[config.mk]
export PLATFORM = sky130hd
export DESIGN_NAME = cpu_top
export DESIGN_NICKNAME = d
export VERILOG_FILES = /design/src/verilog/cpu_pkg.sv /design/src/verilog/cpu_ifs.sv /design/src/verilog/cpu_decode.sv /design/src/verilog/cpu_register_file.sv /design/src/verilog/alu.sv /design/src/verilog/cpu_execute.sv /design/src/verilog/cpu_fetch.sv /design/src/verilog/cpu_memory_interface.sv /design/src/verilog/cpu_top.sv
export VERILOG_INCLUDE_DIRS = /design/src /design/src/include
export SDC_FILE = /design/constraint.sdc
export NUM_CORES = 1
export LEC_CHECK = 0
export BUFFER_PORTS_ARGS = -buffer_cell sky130_fd_sc_hd__buf_4
export CAP_MARGIN = 20
export CORE_MARGIN = 2
export CORE_UTILIZATION = 45
export CTS_BUF_LIST = sky130_fd_sc_hd__clkbuf_8
export DETAILED_ROUTE_END_ITERATION = 10
export GPL_TIMING_DRIVEN = 0
export PLACE_DENSITY = 0.7
export SLEW_MARGIN = 15
export SYNTH_ARGS = -nofsm -noshare
export SYNTH_HDL_FRONTEND = slang
export SYNTH_SLANG_ARGS = --single-unit
[constraint.sdc]
create_clock -name CLK -period 6.9 [get_ports CLK]
set_input_delay 1.035 -clock CLK [delete_from_list [all_inputs] [get_ports CLK]]
set_output_delay 1.035 -clock CLK [all_outputs]
set_load 0.02 [all_outputs]
[src/include/cpu_cfg.svh]
`ifndef CPU_CFG_SVH
`define CPU_CFG_SVH

// Width of a data word and of an instruction.
`define CPU_BITS 16

// Word address width of the memory and port buses.
`define CPU_ADDRESS_BITS 16

// Width of a register select field.
`define CPU_REGISTER_BITS 4

// First fetch address after reset.
`define CPU_RESET_PC 16'h0000

`endif

[src/verilog/cpu_pkg.sv]
`default_nettype none

`include "cpu_cfg.svh"

package cpu_pkg;

	// Instruction opcodes, top nibble of every word.
	typedef enum logic [3:0] {
		OP_NOP, OP_ADD, OP_SUB, OP_AND, OP_OR, OP_XOR,
		OP_LDI, OP_ADDI, OP_LD, OP_ST, OP_IN, OP_OUT,
		OP_JZ, OP_JMP, OP_HALT
	} opcode_t;

	typedef struct packed {
		opcode_t op;
		logic [`CPU_REGISTER_BITS-1:0] rd;
		logic [`CPU_REGISTER_BITS-1:0] ra;
		logic [`CPU_REGISTER_BITS-1:0] rb;
	} reg_form_t;

	typedef struct packed {
		opcode_t op;
		logic [`CPU_REGISTER_BITS-1:0] rd;
		logic [`CPU_BITS-`CPU_REGISTER_BITS-5:0] imm;
	} imm_form_t;

	// One instruction word, read as registers or as an immediate.
	typedef union packed {
		reg_form_t reg_form;
		imm_form_t imm_form;
	} instr_t;

	typedef enum logic [2:0] {
		ALU_PASS_B, ALU_ADD, ALU_SUB, ALU_AND, ALU_OR, ALU_XOR
	} alu_op_t;

	// Decoded control for one instruction.
	typedef struct packed {
		alu_op_t alu_op;
		logic use_imm;
		logic sign_ext;
		logic wr_reg;
		logic wr_flags;
		logic load;
		logic store;
		logic port_rd;
		logic port_wr;
		logic branch_z;
		logic jump;
		logic halt;
		logic [`CPU_REGISTER_BITS-1:0] rd;
		logic [`CPU_REGISTER_BITS-1:0] sel_a;
		logic [`CPU_REGISTER_BITS-1:0] sel_b;
		logic [`CPU_BITS-`CPU_REGISTER_BITS-5:0] imm;
	} ctrl_t;

endpackage

`default_nettype wire

[src/verilog/cpu_ifs.sv]
`timescale 1ns/1ps
`default_nettype none

`include "cpu_cfg.svh"

// One requester's view of the shared memory bus.
interface cpu_mem_if;
	logic [`CPU_ADDRESS_BITS-1:0] addr;
	logic [`CPU_BITS-1:0] wdata;
	logic wr;
	logic valid;
	logic ready;
	logic [`CPU_BITS-1:0] rdata;

	modport requester (output addr, output wdata, output wr, output valid,
		input ready, input rdata);
	modport arbiter (input addr, input wdata, input wr, input valid,
		output ready, output rdata);
endinterface

// Hand-over of fetched words to execute, and redirects back to fetch.
interface cpu_issue_if;
	cpu_pkg::instr_t instr;
	logic [`CPU_ADDRESS_BITS-1:0] pc;
	logic valid;
	logic take;
	logic load_pc;
	logic [`CPU_ADDRESS_BITS-1:0] new_pc;

	modport fetch (output instr, output pc, output valid,
		input take, input load_pc, input new_pc);
	modport execute (input instr, input pc, input valid,
		output take, output load_pc, output new_pc);
endinterface

`default_nettype wire

[src/verilog/cpu_decode.sv]
`timescale 1ns/1ps
`default_nettype none

module cpu_decode (
	input wire cpu_pkg::instr_t instr,
	output cpu_pkg::ctrl_t ctrl
);

	always_comb begin
		ctrl = '0;
		ctrl.alu_op = cpu_pkg::ALU_PASS_B;
		ctrl.rd = instr.reg_form.rd;
		ctrl.sel_a = instr.reg_form.ra;
		ctrl.sel_b = instr.reg_form.rb;
		ctrl.imm = instr.imm_form.imm;
		case (instr.reg_form.op)
			cpu_pkg::OP_ADD, cpu_pkg::OP_SUB, cpu_pkg::OP_AND,
			cpu_pkg::OP_OR, cpu_pkg::OP_XOR: begin
				ctrl.alu_op = cpu_pkg::alu_op_t'(instr.reg_form.op[2:0]);
				ctrl.wr_reg = 1'b1;
				ctrl.wr_flags = 1'b1;
			end
			// Immediate forms read rd as operand A.
			cpu_pkg::OP_LDI: begin
				ctrl.use_imm = 1'b1;
				ctrl.wr_reg = 1'b1;
			end
			cpu_pkg::OP_ADDI: begin
				ctrl.alu_op = cpu_pkg::ALU_ADD;
				ctrl.sel_a = instr.imm_form.rd;
				ctrl.use_imm = 1'b1;
				ctrl.sign_ext = 1'b1;
				ctrl.wr_reg = 1'b1;
				ctrl.wr_flags = 1'b1;
			end
			cpu_pkg::OP_LD: begin
				ctrl.load = 1'b1;
				ctrl.wr_reg = 1'b1;
			end
			// Store and output send rd on the B port.
			cpu_pkg::OP_ST: begin
				ctrl.store = 1'b1;
				ctrl.sel_b = instr.reg_form.rd;
			end
			cpu_pkg::OP_IN: begin
				ctrl.port_rd = 1'b1;
				ctrl.wr_reg = 1'b1;
			end
			cpu_pkg::OP_OUT: begin
				ctrl.port_wr = 1'b1;
				ctrl.sel_b = instr.reg_form.rd;
			end
			cpu_pkg::OP_JZ: begin
				ctrl.branch_z = 1'b1;
				ctrl.sign_ext = 1'b1;
			end
			cpu_pkg::OP_JMP: ctrl.jump = 1'b1;
			cpu_pkg::OP_HALT: ctrl.halt = 1'b1;
			default: ;
		endcase
	end

endmodule

`default_nettype wire

[src/verilog/cpu_register_file.sv]
`timescale 1ns/1ps
`default_nettype none

`include "cpu_cfg.svh"

module cpu_register_file (
	input wire CLK,
	input wire rst_n,
	input wire [`CPU_REGISTER_BITS-1:0] rd_sel_a,
	input wire [`CPU_REGISTER_BITS-1:0] rd_sel_b,
	output logic [`CPU_BITS-1:0] data_a,
	output logic [`CPU_BITS-1:0] data_b,
	input wire [`CPU_REGISTER_BITS-1:0] wr_sel,
	input wire [`CPU_BITS-1:0] wr_data,
	input wire wr_en
);

	localparam int NUM_REGS = 1 << `CPU_REGISTER_BITS;

	logic [`CPU_BITS-1:0] regs [NUM_REGS];

	always_ff @(posedge CLK or negedge rst_n) begin
		if (!rst_n) begin
			for (int i = 0; i < NUM_REGS; i++) begin
				regs[i] <= '0;
			end
		end else if (wr_en) begin
			regs[wr_sel] <= wr_data;
		end
	end

	// Reads see the old value during a write cycle.
	assign data_a = regs[rd_sel_a];
	assign data_b = regs[rd_sel_b];

endmodule

`default_nettype wire

[src/verilog/alu.sv]
`timescale 1ns/1ps
`default_nettype none

`include "cpu_cfg.svh"

module alu (
	input wire CLK,
	input wire rst_n,
	input wire [`CPU_BITS-1:0] a,
	input wire [`CPU_BITS-1:0] b,
	input wire cpu_pkg::alu_op_t op,
	output logic [`CPU_BITS-1:0] result,
	input wire flags_en,
	output logic z,
	output logic c,
	output logic s
);

	// One extra bit holds carry out or borrow.
	logic [`CPU_BITS:0] wide;

	always_comb begin
		case (op)
			cpu_pkg::ALU_ADD: wide = {1'b0, a} + {1'b0, b};
			cpu_pkg::ALU_SUB: wide = {1'b0, a} - {1'b0, b};
			cpu_pkg::ALU_AND: wide = {1'b0, a & b};
			cpu_pkg::ALU_OR: wide = {1'b0, a | b};
			cpu_pkg::ALU_XOR: wide = {1'b0, a ^ b};
			default: wide = {1'b0, b};
		endcase
	end

	assign result = wide[`CPU_BITS-1:0];

	always_ff @(posedge CLK or negedge rst_n) begin
		if (!rst_n) begin
			z <= 1'b0;
			c <= 1'b0;
			s <= 1'b0;
		end else if (flags_en) begin
			z <= (result == '0);
			c <= wide[`CPU_BITS];
			s <= result[`CPU_BITS-1];
		end
	end

endmodule

`default_nettype wire

[src/verilog/cpu_execute.sv]
`timescale 1ns/1ps
`default_nettype none

`include "cpu_cfg.svh"

module cpu_execute (
	input wire CLK,
	input wire rst_n,
	cpu_issue_if.execute issue,
	cpu_mem_if.requester data,
	output logic [`CPU_ADDRESS_BITS-1:0] port_address,
	output logic [`CPU_BITS-1:0] port_out,
	input wire [`CPU_BITS-1:0] port_in,
	output logic port_rd,
	output logic port_wr,
	output logic halted
);

	typedef enum logic [1:0] {S_IDLE, S_MEM_WAIT, S_HALTED} state_t;

	state_t state;
	cpu_pkg::ctrl_t ctrl;
	logic take;
	logic wait_done;
	logic z;
	logic [`CPU_BITS-1:0] data_a;
	logic [`CPU_BITS-1:0] data_b;
	logic [`CPU_BITS-1:0] imm_ext;
	logic [`CPU_BITS-1:0] alu_result;
	logic wr_en;
	logic [`CPU_REGISTER_BITS-1:0] wr_sel;
	logic [`CPU_BITS-1:0] wr_data;
	// Write-back owed by a load or port read.
	logic pend_wr;
	logic pend_port;
	logic [`CPU_REGISTER_BITS-1:0] pend_rd;

	cpu_decode dec0 (.instr(issue.instr), .ctrl(ctrl));

	cpu_register_file reg0 (
		.CLK(CLK), .rst_n(rst_n),
		.rd_sel_a(ctrl.sel_a), .rd_sel_b(ctrl.sel_b),
		.data_a(data_a), .data_b(data_b),
		.wr_sel(wr_sel), .wr_data(wr_data), .wr_en(wr_en)
	);

	alu alu0 (
		.CLK(CLK), .rst_n(rst_n),
		.a(data_a), .b(ctrl.use_imm ? imm_ext : data_b), .op(ctrl.alu_op),
		.result(alu_result), .flags_en(take && ctrl.wr_flags),
		.z(z), .c(), .s()
	);

	assign take = (state == S_IDLE) && issue.valid;
	assign wait_done = (state == S_MEM_WAIT) && (pend_port || data.ready);
	assign imm_ext = ctrl.sign_ext ? {{8{ctrl.imm[7]}}, ctrl.imm} : {8'h00, ctrl.imm};
	assign halted = (state == S_HALTED);

	// Branch targets are relative to the word after the branch.
	assign issue.take = take;
	assign issue.load_pc = take && (ctrl.jump || (ctrl.branch_z && z));
	assign issue.new_pc = ctrl.jump ? data_a : issue.pc + 16'd1 + imm_ext;

	always_comb begin
		if (state == S_MEM_WAIT) begin
			wr_en = wait_done && pend_wr;
			wr_sel = pend_rd;
			wr_data = pend_port ? port_in : data.rdata;
		end else begin
			wr_en = take && ctrl.wr_reg && !ctrl.load && !ctrl.port_rd;
			wr_sel = ctrl.rd;
			wr_data = alu_result;
		end
	end

	always_ff @(posedge CLK or negedge rst_n) begin
		if (!rst_n) begin
			state <= S_IDLE;
			data.valid <= 1'b0;
			data.wr <= 1'b0;
			port_rd <= 1'b0;
			port_wr <= 1'b0;
			pend_wr <= 1'b0;
			pend_port <= 1'b0;
		end else begin
			port_rd <= take && ctrl.port_rd;
			port_wr <= take && ctrl.port_wr;
			case (state)
				S_IDLE: if (take) begin
					if (ctrl.halt) begin
						state <= S_HALTED;
					end else if (ctrl.load || ctrl.store || ctrl.port_rd) begin
						state <= S_MEM_WAIT;
						pend_wr <= ctrl.wr_reg;
						pend_port <= ctrl.port_rd;
					end
					data.valid <= ctrl.load || ctrl.store;
					data.wr <= ctrl.store;
				end
				S_MEM_WAIT: if (wait_done) begin
					state <= S_IDLE;
					data.valid <= 1'b0;
				end
				default: ;
			endcase
		end
	end

	// Bus addresses and write data come from the A and B read ports.
	always_ff @(posedge CLK) begin
		if (take) begin
			data.addr <= data_a;
			data.wdata <= data_b;
			port_address <= data_a;
			port_out <= data_b;
			pend_rd <= ctrl.rd;
		end
	end

	a_port_strobes: assert property (@(posedge CLK) disable iff (!rst_n)
		!(port_rd && port_wr));

endmodule

`default_nettype wire

[src/verilog/cpu_fetch.sv]
`timescale 1ns/1ps
`default_nettype none

`include "cpu_cfg.svh"

module cpu_fetch (
	input wire CLK,
	input wire rst_n,
	cpu_mem_if.requester mem,
	cpu_issue_if.fetch issue
);

	logic [`CPU_ADDRESS_BITS-1:0] pc;
	logic [`CPU_ADDRESS_BITS-1:0] next_addr;
	logic [`CPU_ADDRESS_BITS-1:0] buf_pc;
	cpu_pkg::instr_t buf_instr;
	logic buf_valid;
	logic stale;
	logic resp;
	logic keep;
	logic buf_free;

	assign resp = mem.valid && mem.ready;
	// A word fetched before a redirect is thrown away.
	assign keep = resp && !stale && !issue.load_pc;
	assign buf_free = !buf_valid || issue.take || issue.load_pc;
	assign next_addr = issue.load_pc ? issue.new_pc : pc;

	always_ff @(posedge CLK or negedge rst_n) begin
		if (!rst_n) begin
			pc <= `CPU_RESET_PC;
			mem.valid <= 1'b0;
			stale <= 1'b0;
			buf_valid <= 1'b0;
		end else begin
			if (resp) begin
				mem.valid <= 1'b0;
				stale <= 1'b0;
			end else if (mem.valid && issue.load_pc) begin
				stale <= 1'b1;
			end
			if (!mem.valid && buf_free) begin
				mem.valid <= 1'b1;
				pc <= next_addr + 16'd1;
			end else if (issue.load_pc) begin
				pc <= issue.new_pc;
			end
			if (keep) begin
				buf_valid <= 1'b1;
			end else if (issue.take || issue.load_pc) begin
				buf_valid <= 1'b0;
			end
		end
	end

	always_ff @(posedge CLK) begin
		if (!mem.valid && buf_free) begin
			mem.addr <= next_addr;
		end
		if (keep) begin
			buf_instr <= cpu_pkg::instr_t'(mem.rdata);
			buf_pc <= mem.addr;
		end
	end

	assign mem.wr = 1'b0;
	assign mem.wdata = '0;
	assign issue.valid = buf_valid;
	assign issue.instr = buf_instr;
	assign issue.pc = buf_pc;

	a_fetch_hold: assert property (@(posedge CLK) disable iff (!rst_n)
		mem.valid && !mem.ready |=> mem.valid && $stable(mem.addr));

endmodule

`default_nettype wire

[src/verilog/cpu_memory_interface.sv]
`timescale 1ns/1ps
`default_nettype none

`include "cpu_cfg.svh"

module cpu_memory_interface (
	input wire CLK,
	input wire rst_n,
	cpu_mem_if.arbiter fetch,
	cpu_mem_if.arbiter data,
	output logic [`CPU_ADDRESS_BITS-1:0] memory_address,
	output logic [`CPU_BITS-1:0] memory_out,
	output logic memory_wr,
	output logic memory_valid,
	input wire [`CPU_BITS-1:0] memory_in,
	input wire memory_ready
);

	logic busy;
	logic grant_data;
	logic sel_data;

	// Data traffic wins when the bus is free.
	assign sel_data = busy ? grant_data : data.valid;

	assign memory_valid = sel_data ? data.valid : fetch.valid;
	assign memory_address = sel_data ? data.addr : fetch.addr;
	assign memory_out = sel_data ? data.wdata : fetch.wdata;
	assign memory_wr = sel_data ? data.wr : fetch.wr;

	assign data.ready = memory_valid && memory_ready && sel_data;
	assign fetch.ready = memory_valid && memory_ready && !sel_data;
	assign data.rdata = sel_data ? memory_in : '0;
	assign fetch.rdata = sel_data ? '0 : memory_in;

	always_ff @(posedge CLK or negedge rst_n) begin
		if (!rst_n) begin
			busy <= 1'b0;
			grant_data <= 1'b0;
		end else if (memory_valid && !memory_ready) begin
			busy <= 1'b1;
			grant_data <= sel_data;
		end else if (memory_ready) begin
			busy <= 1'b0;
		end
	end

	// The granted request stays on the bus until it is accepted.
	a_grant_hold: assert property (@(posedge CLK) disable iff (!rst_n)
		memory_valid && !memory_ready |=> memory_valid && $stable(memory_address)
			&& $stable(memory_wr) && $stable(memory_out));

endmodule

`default_nettype wire

[src/verilog/cpu_top.sv]
`timescale 1ns/1ps
`default_nettype none

`include "cpu_cfg.svh"

module cpu_top (
	input wire CLK,
	input wire rst_n,

	output logic [`CPU_ADDRESS_BITS-1:0] memory_address,
	input wire [`CPU_BITS-1:0] memory_in,
	output logic [`CPU_BITS-1:0] memory_out,
	output logic memory_valid,
	output logic memory_wr,
	input wire memory_ready,

	output logic [`CPU_ADDRESS_BITS-1:0] port_address,
	input wire [`CPU_BITS-1:0] port_in,
	output logic [`CPU_BITS-1:0] port_out,
	output logic port_rd,
	output logic port_wr,

	output logic halted
);

	cpu_mem_if fetch_bus ();
	cpu_mem_if data_bus ();
	cpu_issue_if issue_bus ();

	cpu_fetch fetch0 (.CLK(CLK), .rst_n(rst_n), .mem(fetch_bus), .issue(issue_bus));

	cpu_execute exec0 (
		.CLK(CLK), .rst_n(rst_n),
		.issue(issue_bus), .data(data_bus),
		.port_address(port_address), .port_out(port_out), .port_in(port_in),
		.port_rd(port_rd), .port_wr(port_wr),
		.halted(halted)
	);

	/* Single memory port shared by fetch and load/store. */
	cpu_memory_interface mem0 (
		.CLK(CLK), .rst_n(rst_n),
		.fetch(fetch_bus), .data(data_bus),
		.memory_address(memory_address), .memory_out(memory_out),
		.memory_wr(memory_wr), .memory_valid(memory_valid),
		.memory_in(memory_in), .memory_ready(memory_ready)
	);

endmodule

`default_nettype wire

==> run summary, run 1 <==
Worst EP arrival: 7.26 ns
DIE HEIGHT: 228 um
Syn Area/Cell: 10.2 um^2
Routability cong.: 1.00
Nets: 2521
Status: finished clean
Critical-path top delay cell: edfxtp_1
Sequential Power Share: 26.2%
Overflow after GRT: 0
Met2 usage: 49.0%
CTS Hold Bufs: 0
Most common cell in the synthesized netlist: nand2_1
Slew @ Worst Pin: 1.26 ns
Fill cells: 4524
Met1 global-route usage: 38.6%
TritonCTS Buffers: 68
GRT Resource Usage Total: 31.6%
Startpoint class of the critical path: flip-flop
DR WL/cell: 26.4 um
Initial DRC count: 2041
Ports: 104
Most instantiated cells after synthesis: nand2_1, dfrtp_1, mux2_2
Leading area contributor after synthesis: dfrtp_1
Gate Count Post-Synth: 2221
Worst Skew: 0.0263 ns
Unrepaired setup endpoints after global routing: false
Post-route cell area: 26000 um^2
Clock network fraction of total power: 14.9%
Final WL: 83000 um
Core area: 49900 um^2
Maxcap violations: 0
Worst Setup End Kind: flip-flop
Clock Latency Late Sink: 0.67 ns
Top reg by flops: exec0.reg0.regs
Post-Layout Cell Count: 3144
Input/output buffers: 103
Die ar.: 52000 um^2
Endpoints failing setup: 0
Die W: 228 um
Number of synthesized flops with an enable pin: 84
Top cell type's share of synthesized area: 31.7%
YS warnings: 0
Leakage: 11.5 nW
Initial antenna violation count: 0
Drc violations: 0
HP Class: input pin to asynchronous set/reset pin
Row count: 82
Synth unique cells: 94
Crit-path max FO: 10
Clock Tree Buf Depth: 3
Fmax: 149 MHz
Post-Syn Area: 22600 um^2
Ys async rst share: 77.3%
Largest register FFs: 256
Area post-placement: 24400 um^2
Antenna Nets Post-Route: 0
Sequential area share after synthesis: 42.9%
H-tree depth: 3
Vias in the first global route: 19.4k
Slew headroom: 15.7%
Post-DR vias/cell: 6.22
GR Util met3: 9.79%
Max stage delay on crit path: 0.56 ns
# clock sinks: 370
Initial core utilization: 45.3%
Worst hold margin: 0.285 ns
Crit path kind: flip-flop to flip-flop
Inst Count DP: 3007
Net Switching: 7.10 mW
Comb pwr share: 58.8%
Syn nets: 2324
Int Power: 7.50 mW
Reg clk slew, reported paths: 0.07 ns
Synth Flop Type: dfrtp_1
P&R area growth vs syn: 15.2%
#FFs+latches synth: 370
Hold Fails Final Rpt: 0
Post-detail-place hpwl: 60500 um
Peak supply drop: 211 uV
CP Data Required Time: 7.43 ns
Via Count: 19.6k
Net Sw Frac: 48.6%
Final-report max-slew violation count: 0
PD cells: 561 nW/um^2
Period utilization: 97.5%
Share of layout cells above drive strength 1: 23.6%
Pre-antenna DRT Iters: 6
CTS tree: done
First-pass GRT wire length: 122000 um
Final min period: 6.72 ns
GRT Max-Usage Layer: met2
Largest net degree at the start of global routing: 98
CTS root buffer: clkbuf_8
Area contributors post-synth: dfrtp_1, edfxtp_1, mux2_2
[what timing repair did]
item / CTS / global route
hold endpoints to repair: 0 / 0
setup endpoints to repair: 74 / 90
resized for setup: 12 / 32
pin swaps: 0 / 3
setup buffers: 0 / 13
[cell usage in the layout, fill, tap and decap left out, drive strengths merged, types with 11 or more instances in the layout]
| cell | netlist | final |
|---|---|---|
| a211oi | 18 | 18 |
| a21oi | 134 | 134 |
| a221oi | 15 | 15 |
| a22oi | 16 | 16 |
| a311oi | 22 | 22 |
| a31oi | 32 | 32 |
| and2 | 39 | 39 |
| and3 | 30 | 30 |
| buf | 65 | 188 |
| clkbuf | 94 | 178 |
| clkinv | 0 | 17 |
| dfrtp | 286 | 286 |
| edfxtp | 84 | 84 |
| ha | 66 | 66 |
| inv | 58 | 75 |
| mux2 | 196 | 196 |
| mux2i | 119 | 119 |
| mux4 | 40 | 40 |
| nand2 | 349 | 349 |
| nand2b | 22 | 22 |
| nand3 | 53 | 53 |
| nor2 | 155 | 155 |
| nor2b | 13 | 13 |
| nor3 | 22 | 22 |
| o211ai | 17 | 17 |
| o21a | 13 | 13 |
| o21ai | 80 | 80 |
| or3 | 11 | 11 |
| xnor2 | 30 | 30 |
| xor2 | 19 | 19 |
[cell families after synthesis]
logic type,share of synthesized area [%]
compound gates,12.8
xor+xnor,2.00
fa+ha+maj,3.84
simple gates,14.8
buf+inv,4.49
mux,19.1
flops,42.9
[stage by stage]
| stage | util, % | TNS [ns] | worst slack [ns] | power (mW) |
|---|---|---|---|---|
| after floorplan | - | 0 | 1.54 | 9.11 |
| after global placement | 48.5 | -13.34 | -0.308 | 11.7 |
| after detailed placement | 48.9 | -13.44 | -0.370 | 12.0 |
| after CTS | 51.7 | 0 | 0.0427 | 14.2 |
| after global routing | 52.1 | 0 | 0.0288 | 15.4 |
| final | 52.2 | 0 | 0.176 | 14.6 |
[final timing paths]
path                                   startpoint                   end  slack, ns  cells after the start
setup / recovery           fetch0.issue.instr[15]   exec0.reg0.regs[30]       0.18                     27
hold / removal                              rst_n  exec0.reg0.regs[123]       0.29                      1
max in group asynchronous                   rst_n   exec0.reg0.regs[96]       5.76                      2
min in group CLK               fetch0.mem.addr[1]    fetch0.issue.pc[1]       0.45                      0
hold reg to reg                fetch0.mem.addr[1]    fetch0.issue.pc[1]       0.45                      0
setup reg to reg           fetch0.issue.instr[15]   exec0.reg0.regs[30]       0.18                     27
[critical path: cells and delay by family, from the launching register on]
family | cells | cell delay (ns)
muxes | 2 | 0.58
buffers and inverters | 7 | 1.67
AOI/OAI and AO/OA | 10 | 2.04
adders and majority gates | 2 | 0.69
xor gates and xnor gates | 1 | 0.15
and+or+nand+nor | 5 | 0.89
DFF | 1 | 0.56
[metal layers]
layer	part of all wire, %	up-vias
met4	6.1	0
li1	-	8416
met2	45	1251
met3	11	285
met1	38	9610
met5	0	-
[final cells by class]
| type | instances | area, um^2 | area share [%] |
|---|---|---|---|
| well taps | 672 | 841 | 3.23 |
| flip-flops and latches | 370 | 9680 | 37.2 |
| inverters | 58 | 218 | 0.837 |
| clock buffers | 80 | 1100 | 4.23 |
| diodes | 2 | 5.00 | 0.0192 |
| plain buffers | 156 | 815 | 3.13 |
| repair buffers | 130 | 1090 | 4.18 |
| clock inverters | 42 | 279 | 1.07 |
| multi-input cells | 1634 | 12000 | 46.1 |
[power groups by stage]
stage	registers (mW)	logic [mW]	clock network (mW)
final	3.82	8.59	2.18
after global routing	3.90	9.16	2.31
after CTS	3.79	8.24	2.20
after detailed placement	3.82	8.16	0
after global placement	3.79	7.92	0
after floorplan	3.69	5.42	0
Power figures use the tool's default switching activity.
==> inputs of run 2 (changes only) <==
Settings changed: CELL_PAD_IN_SITES_DETAIL_PLACEMENT from default to 0, CELL_PAD_IN_SITES_GLOBAL_PLACEMENT from default to 2, CORE_UTILIZATION 45 to 42, PLACE_DENSITY 0.7 to 0.91.
==> run 2 against run 1 <==
  * Flip-flop and latch count did not move
  * Register-to-register slack got worse by 0.05 ns
  * Final cell count rose by 0.80%
  * Setup slack got worse by 0.048 ns
  * Design area rose by 0.38%
  * Core utilization fell by 2.8 points
  * Via count fell by 1.7%
  * Critical path type unchanged
  * Wire length rose by 5.3%
  * Sequential power barely moved
==> run summary, run 2 (synthesis results as in run 1) <==
Status: finished clean
Via Count: 19.2k (-1.7%)
H-tree depth: 3 (unchanged)
Row count: 84 (+2.4%)
Crit path kind: flip-flop to flip-flop
Post-DR vias/cell: 6.07 (-2.5%)
CTS tree: done
Worst Setup End Kind: flip-flop
Fill cells: 4871 (+7.7%)
Max stage delay on crit path: 0.85 ns (+0.29 ns)
Final min period: 6.77 ns (+0.0481 ns)
Reg clk slew, reported paths: 0.06 ns (about the same)
Maxcap violations: 0 (unchanged)
Worst Skew: 0.0257 ns (-0.000678 ns)
CTS root buffer: clkbuf_8
Vias in the first global route: 18.9k (-2.5%)
Final WL: 87400 um (+5.3%)
Die W: 236 um (+3.4%)
Diodes inserted: 0 (-2)
Final-report max-slew violation count: 0 (unchanged)
Slew headroom: 17.7% (+2.0 points)
P&R area growth vs syn: 15.6%
Hold Fails Final Rpt: 0 (unchanged)
Antenna Nets Post-Route: 0 (unchanged)
Drc violations: 0 (unchanged)
Leakage: 11.5 nW (+0.73%)
Input/output buffers: 103 (unchanged)
Endpoints failing setup: 0 (unchanged)
CTS Hold Bufs: 0 (unchanged)
PD cells: 563 nW/um^2 (+0.36%)
Initial DRC count: 1867 (-8.5%)
Slew @ Worst Pin: 1.24 ns (-0.0240 ns)
Period utilization: 98.2% (+0.70 points)
Ports: 104 (unchanged)
Inst Count DP: 3021 (+0.47%)
Post-detail-place hpwl: 63700 um (+5.3%)
GRT Resource Usage Total: 31.1% (-0.48 points)
DR WL/cell: 27.6 um (+4.5%)
Largest register FFs: 256 (unchanged)
Overflow after GRT: 0 (unchanged)
TritonCTS Buffers: 70 (+2.9%)
Crit-path max FO: 10 (unchanged)
Largest net degree at the start of global routing: 84 (-14%)
TNS Setup: 0 ns (unchanged)
Routability cong.: 0.975 (-2.6%)
# clock sinks: 370 (unchanged)
Clock Tree Buf Depth: 3 (unchanged)
Fmax: 148 MHz (-0.71%)
CP delay by family, top: simple AND/OR/NAND/NOR gates
Initial antenna violation count: 0 (unchanged)
Peak supply drop: 206 uV (-2.6%)
Top reg by flops: exec0.reg0.regs
Nets: 2528 (+0.28%)
Initial core utilization: 42.7% (-2.6 points)
Startpoint class of the critical path: flip-flop
Commonest non-fill, non-tap cell in the layout: nand2_1
Most frequent cells in the layout: nand2_1, dfrtp_1, mux2_2
Clock Latency Late Sink: 0.67 ns (about the same)
Share of layout cells above drive strength 1: 23.5% (-0.064 points)
CP Data Required Time: 7.44 ns (about the same)
Post-Layout Cell Count: 3169 (+0.80%)
Critical-path top delay cell: nor2_1
DIE HEIGHT: 236 um (+3.4%)
Pre-antenna DRT Iters: 5 (-1)
Worst EP arrival: 7.32 ns (+0.06 ns)
HP Class: input pin to asynchronous set/reset pin
Die ar.: 55600 um^2 (+7.0%)
Core area: 52900 um^2 (+6.0%)
CP Buf/Inv Count: 4 (-3)
First-pass GRT wire length: 126000 um (+3.4%)
## run 2: cell types whose count changed in the layout (fill, tap and decap cells not counted), sizes merged
cell / delta
buf: +8
clkbuf: -2
clkinv: -5
clkinvlp: -2
diode: -2
inv: +12
## run 2: per-layer routing
| metal | GRT usage [%] | routed length [um] | share of wire, % |
|---|---|---|---|
| met1 | 39.0 | 34400 | 39 |
| met2 | 49.2 | 39500 | 45 |
| met3 | 7.76 | 8340 | 9.5 |
| met4 | 17.2 | 5090 | 5.8 |
| met5 | 0 | 0 | 0 |
## run 2: repair_timing
action | 4_1_cts | 5_1_grt
pin swaps | 1 | 1
setup buffers | 6 | 15
endpoints found under the setup margin | 137 | 100
gates resized for setup | 12 | 26
endpoints found under the hold margin | 0 | 0
## run 2: power breakdown
part	switching, mW	internal, mW	leakage [nW]
logic	5.52	3.19	6.19
registers	0.639	3.17	4.54
clock network	1.01	1.18	0.814
## run 2: path summary, 6_finish.rpt
path / start / endpoint / slack (ns) / cells after the start
setup / recovery: fetch0.issue.instr[14] / exec0.reg0.regs[63] / 0.13 / 25
hold / removal: rst_n / exec0.reg0.regs[145] / 0.31 / 1
setup reg to reg: fetch0.issue.instr[14] / exec0.reg0.regs[63] / 0.13 / 25
hold reg to reg: fetch0.mem.addr[11] / fetch0.issue.pc[11] / 0.45 / 0
max in group asynchronous: rst_n / exec0.reg0.regs[238] / 4.97 / 4
min in group CLK: fetch0.mem.addr[11] / fetch0.issue.pc[11] / 0.45 / 0
## run 2: through the flow
stage	cell area, um^2	hold WS, ns	util (%)	total power, mW	setup WS (ns)
finish	26100	0.313	49.4	14.7	0.127
global route	26100	0.354	49.4	15.5	-0.0106
CTS	25900	0.319	48.9	14.4	0.0285
detailed placement	24400	0.436	46.1	12.1	-0.813
global placement	24200	0.434	45.8	11.9	-0.730
floorplan	22600	0.426	-	9.11	1.54
## run 2: area by class of cell
type                            instances  area (um^2)  area share, %
Tap cell                              688          861           3.30
Sequential cell                       370         9680           37.1
Multi-Input combinational cell       1634        12000           46.0
Clock buffer                           81         1110           4.27
Clock inverter                         47          280           1.07
Buffer                                156          806           3.09
Timing Repair Buffer                  135         1140           4.37
Inverter                               58          218          0.834
## run 2: worst reg2reg max path, delay by kind of cell (launching register included)
family | cells | cell delay, ns
flip-flops | 1 | 0.37
adder cells (fa/ha/maj) | 1 | 0.31
buffers and inverters | 4 | 0.81
AND/OR/NAND/NOR | 7 | 2.41
multiplexers | 1 | 0.27
AO/OA/AOI/OAI | 10 | 1.86
XOR/XNOR | 2 | 0.63
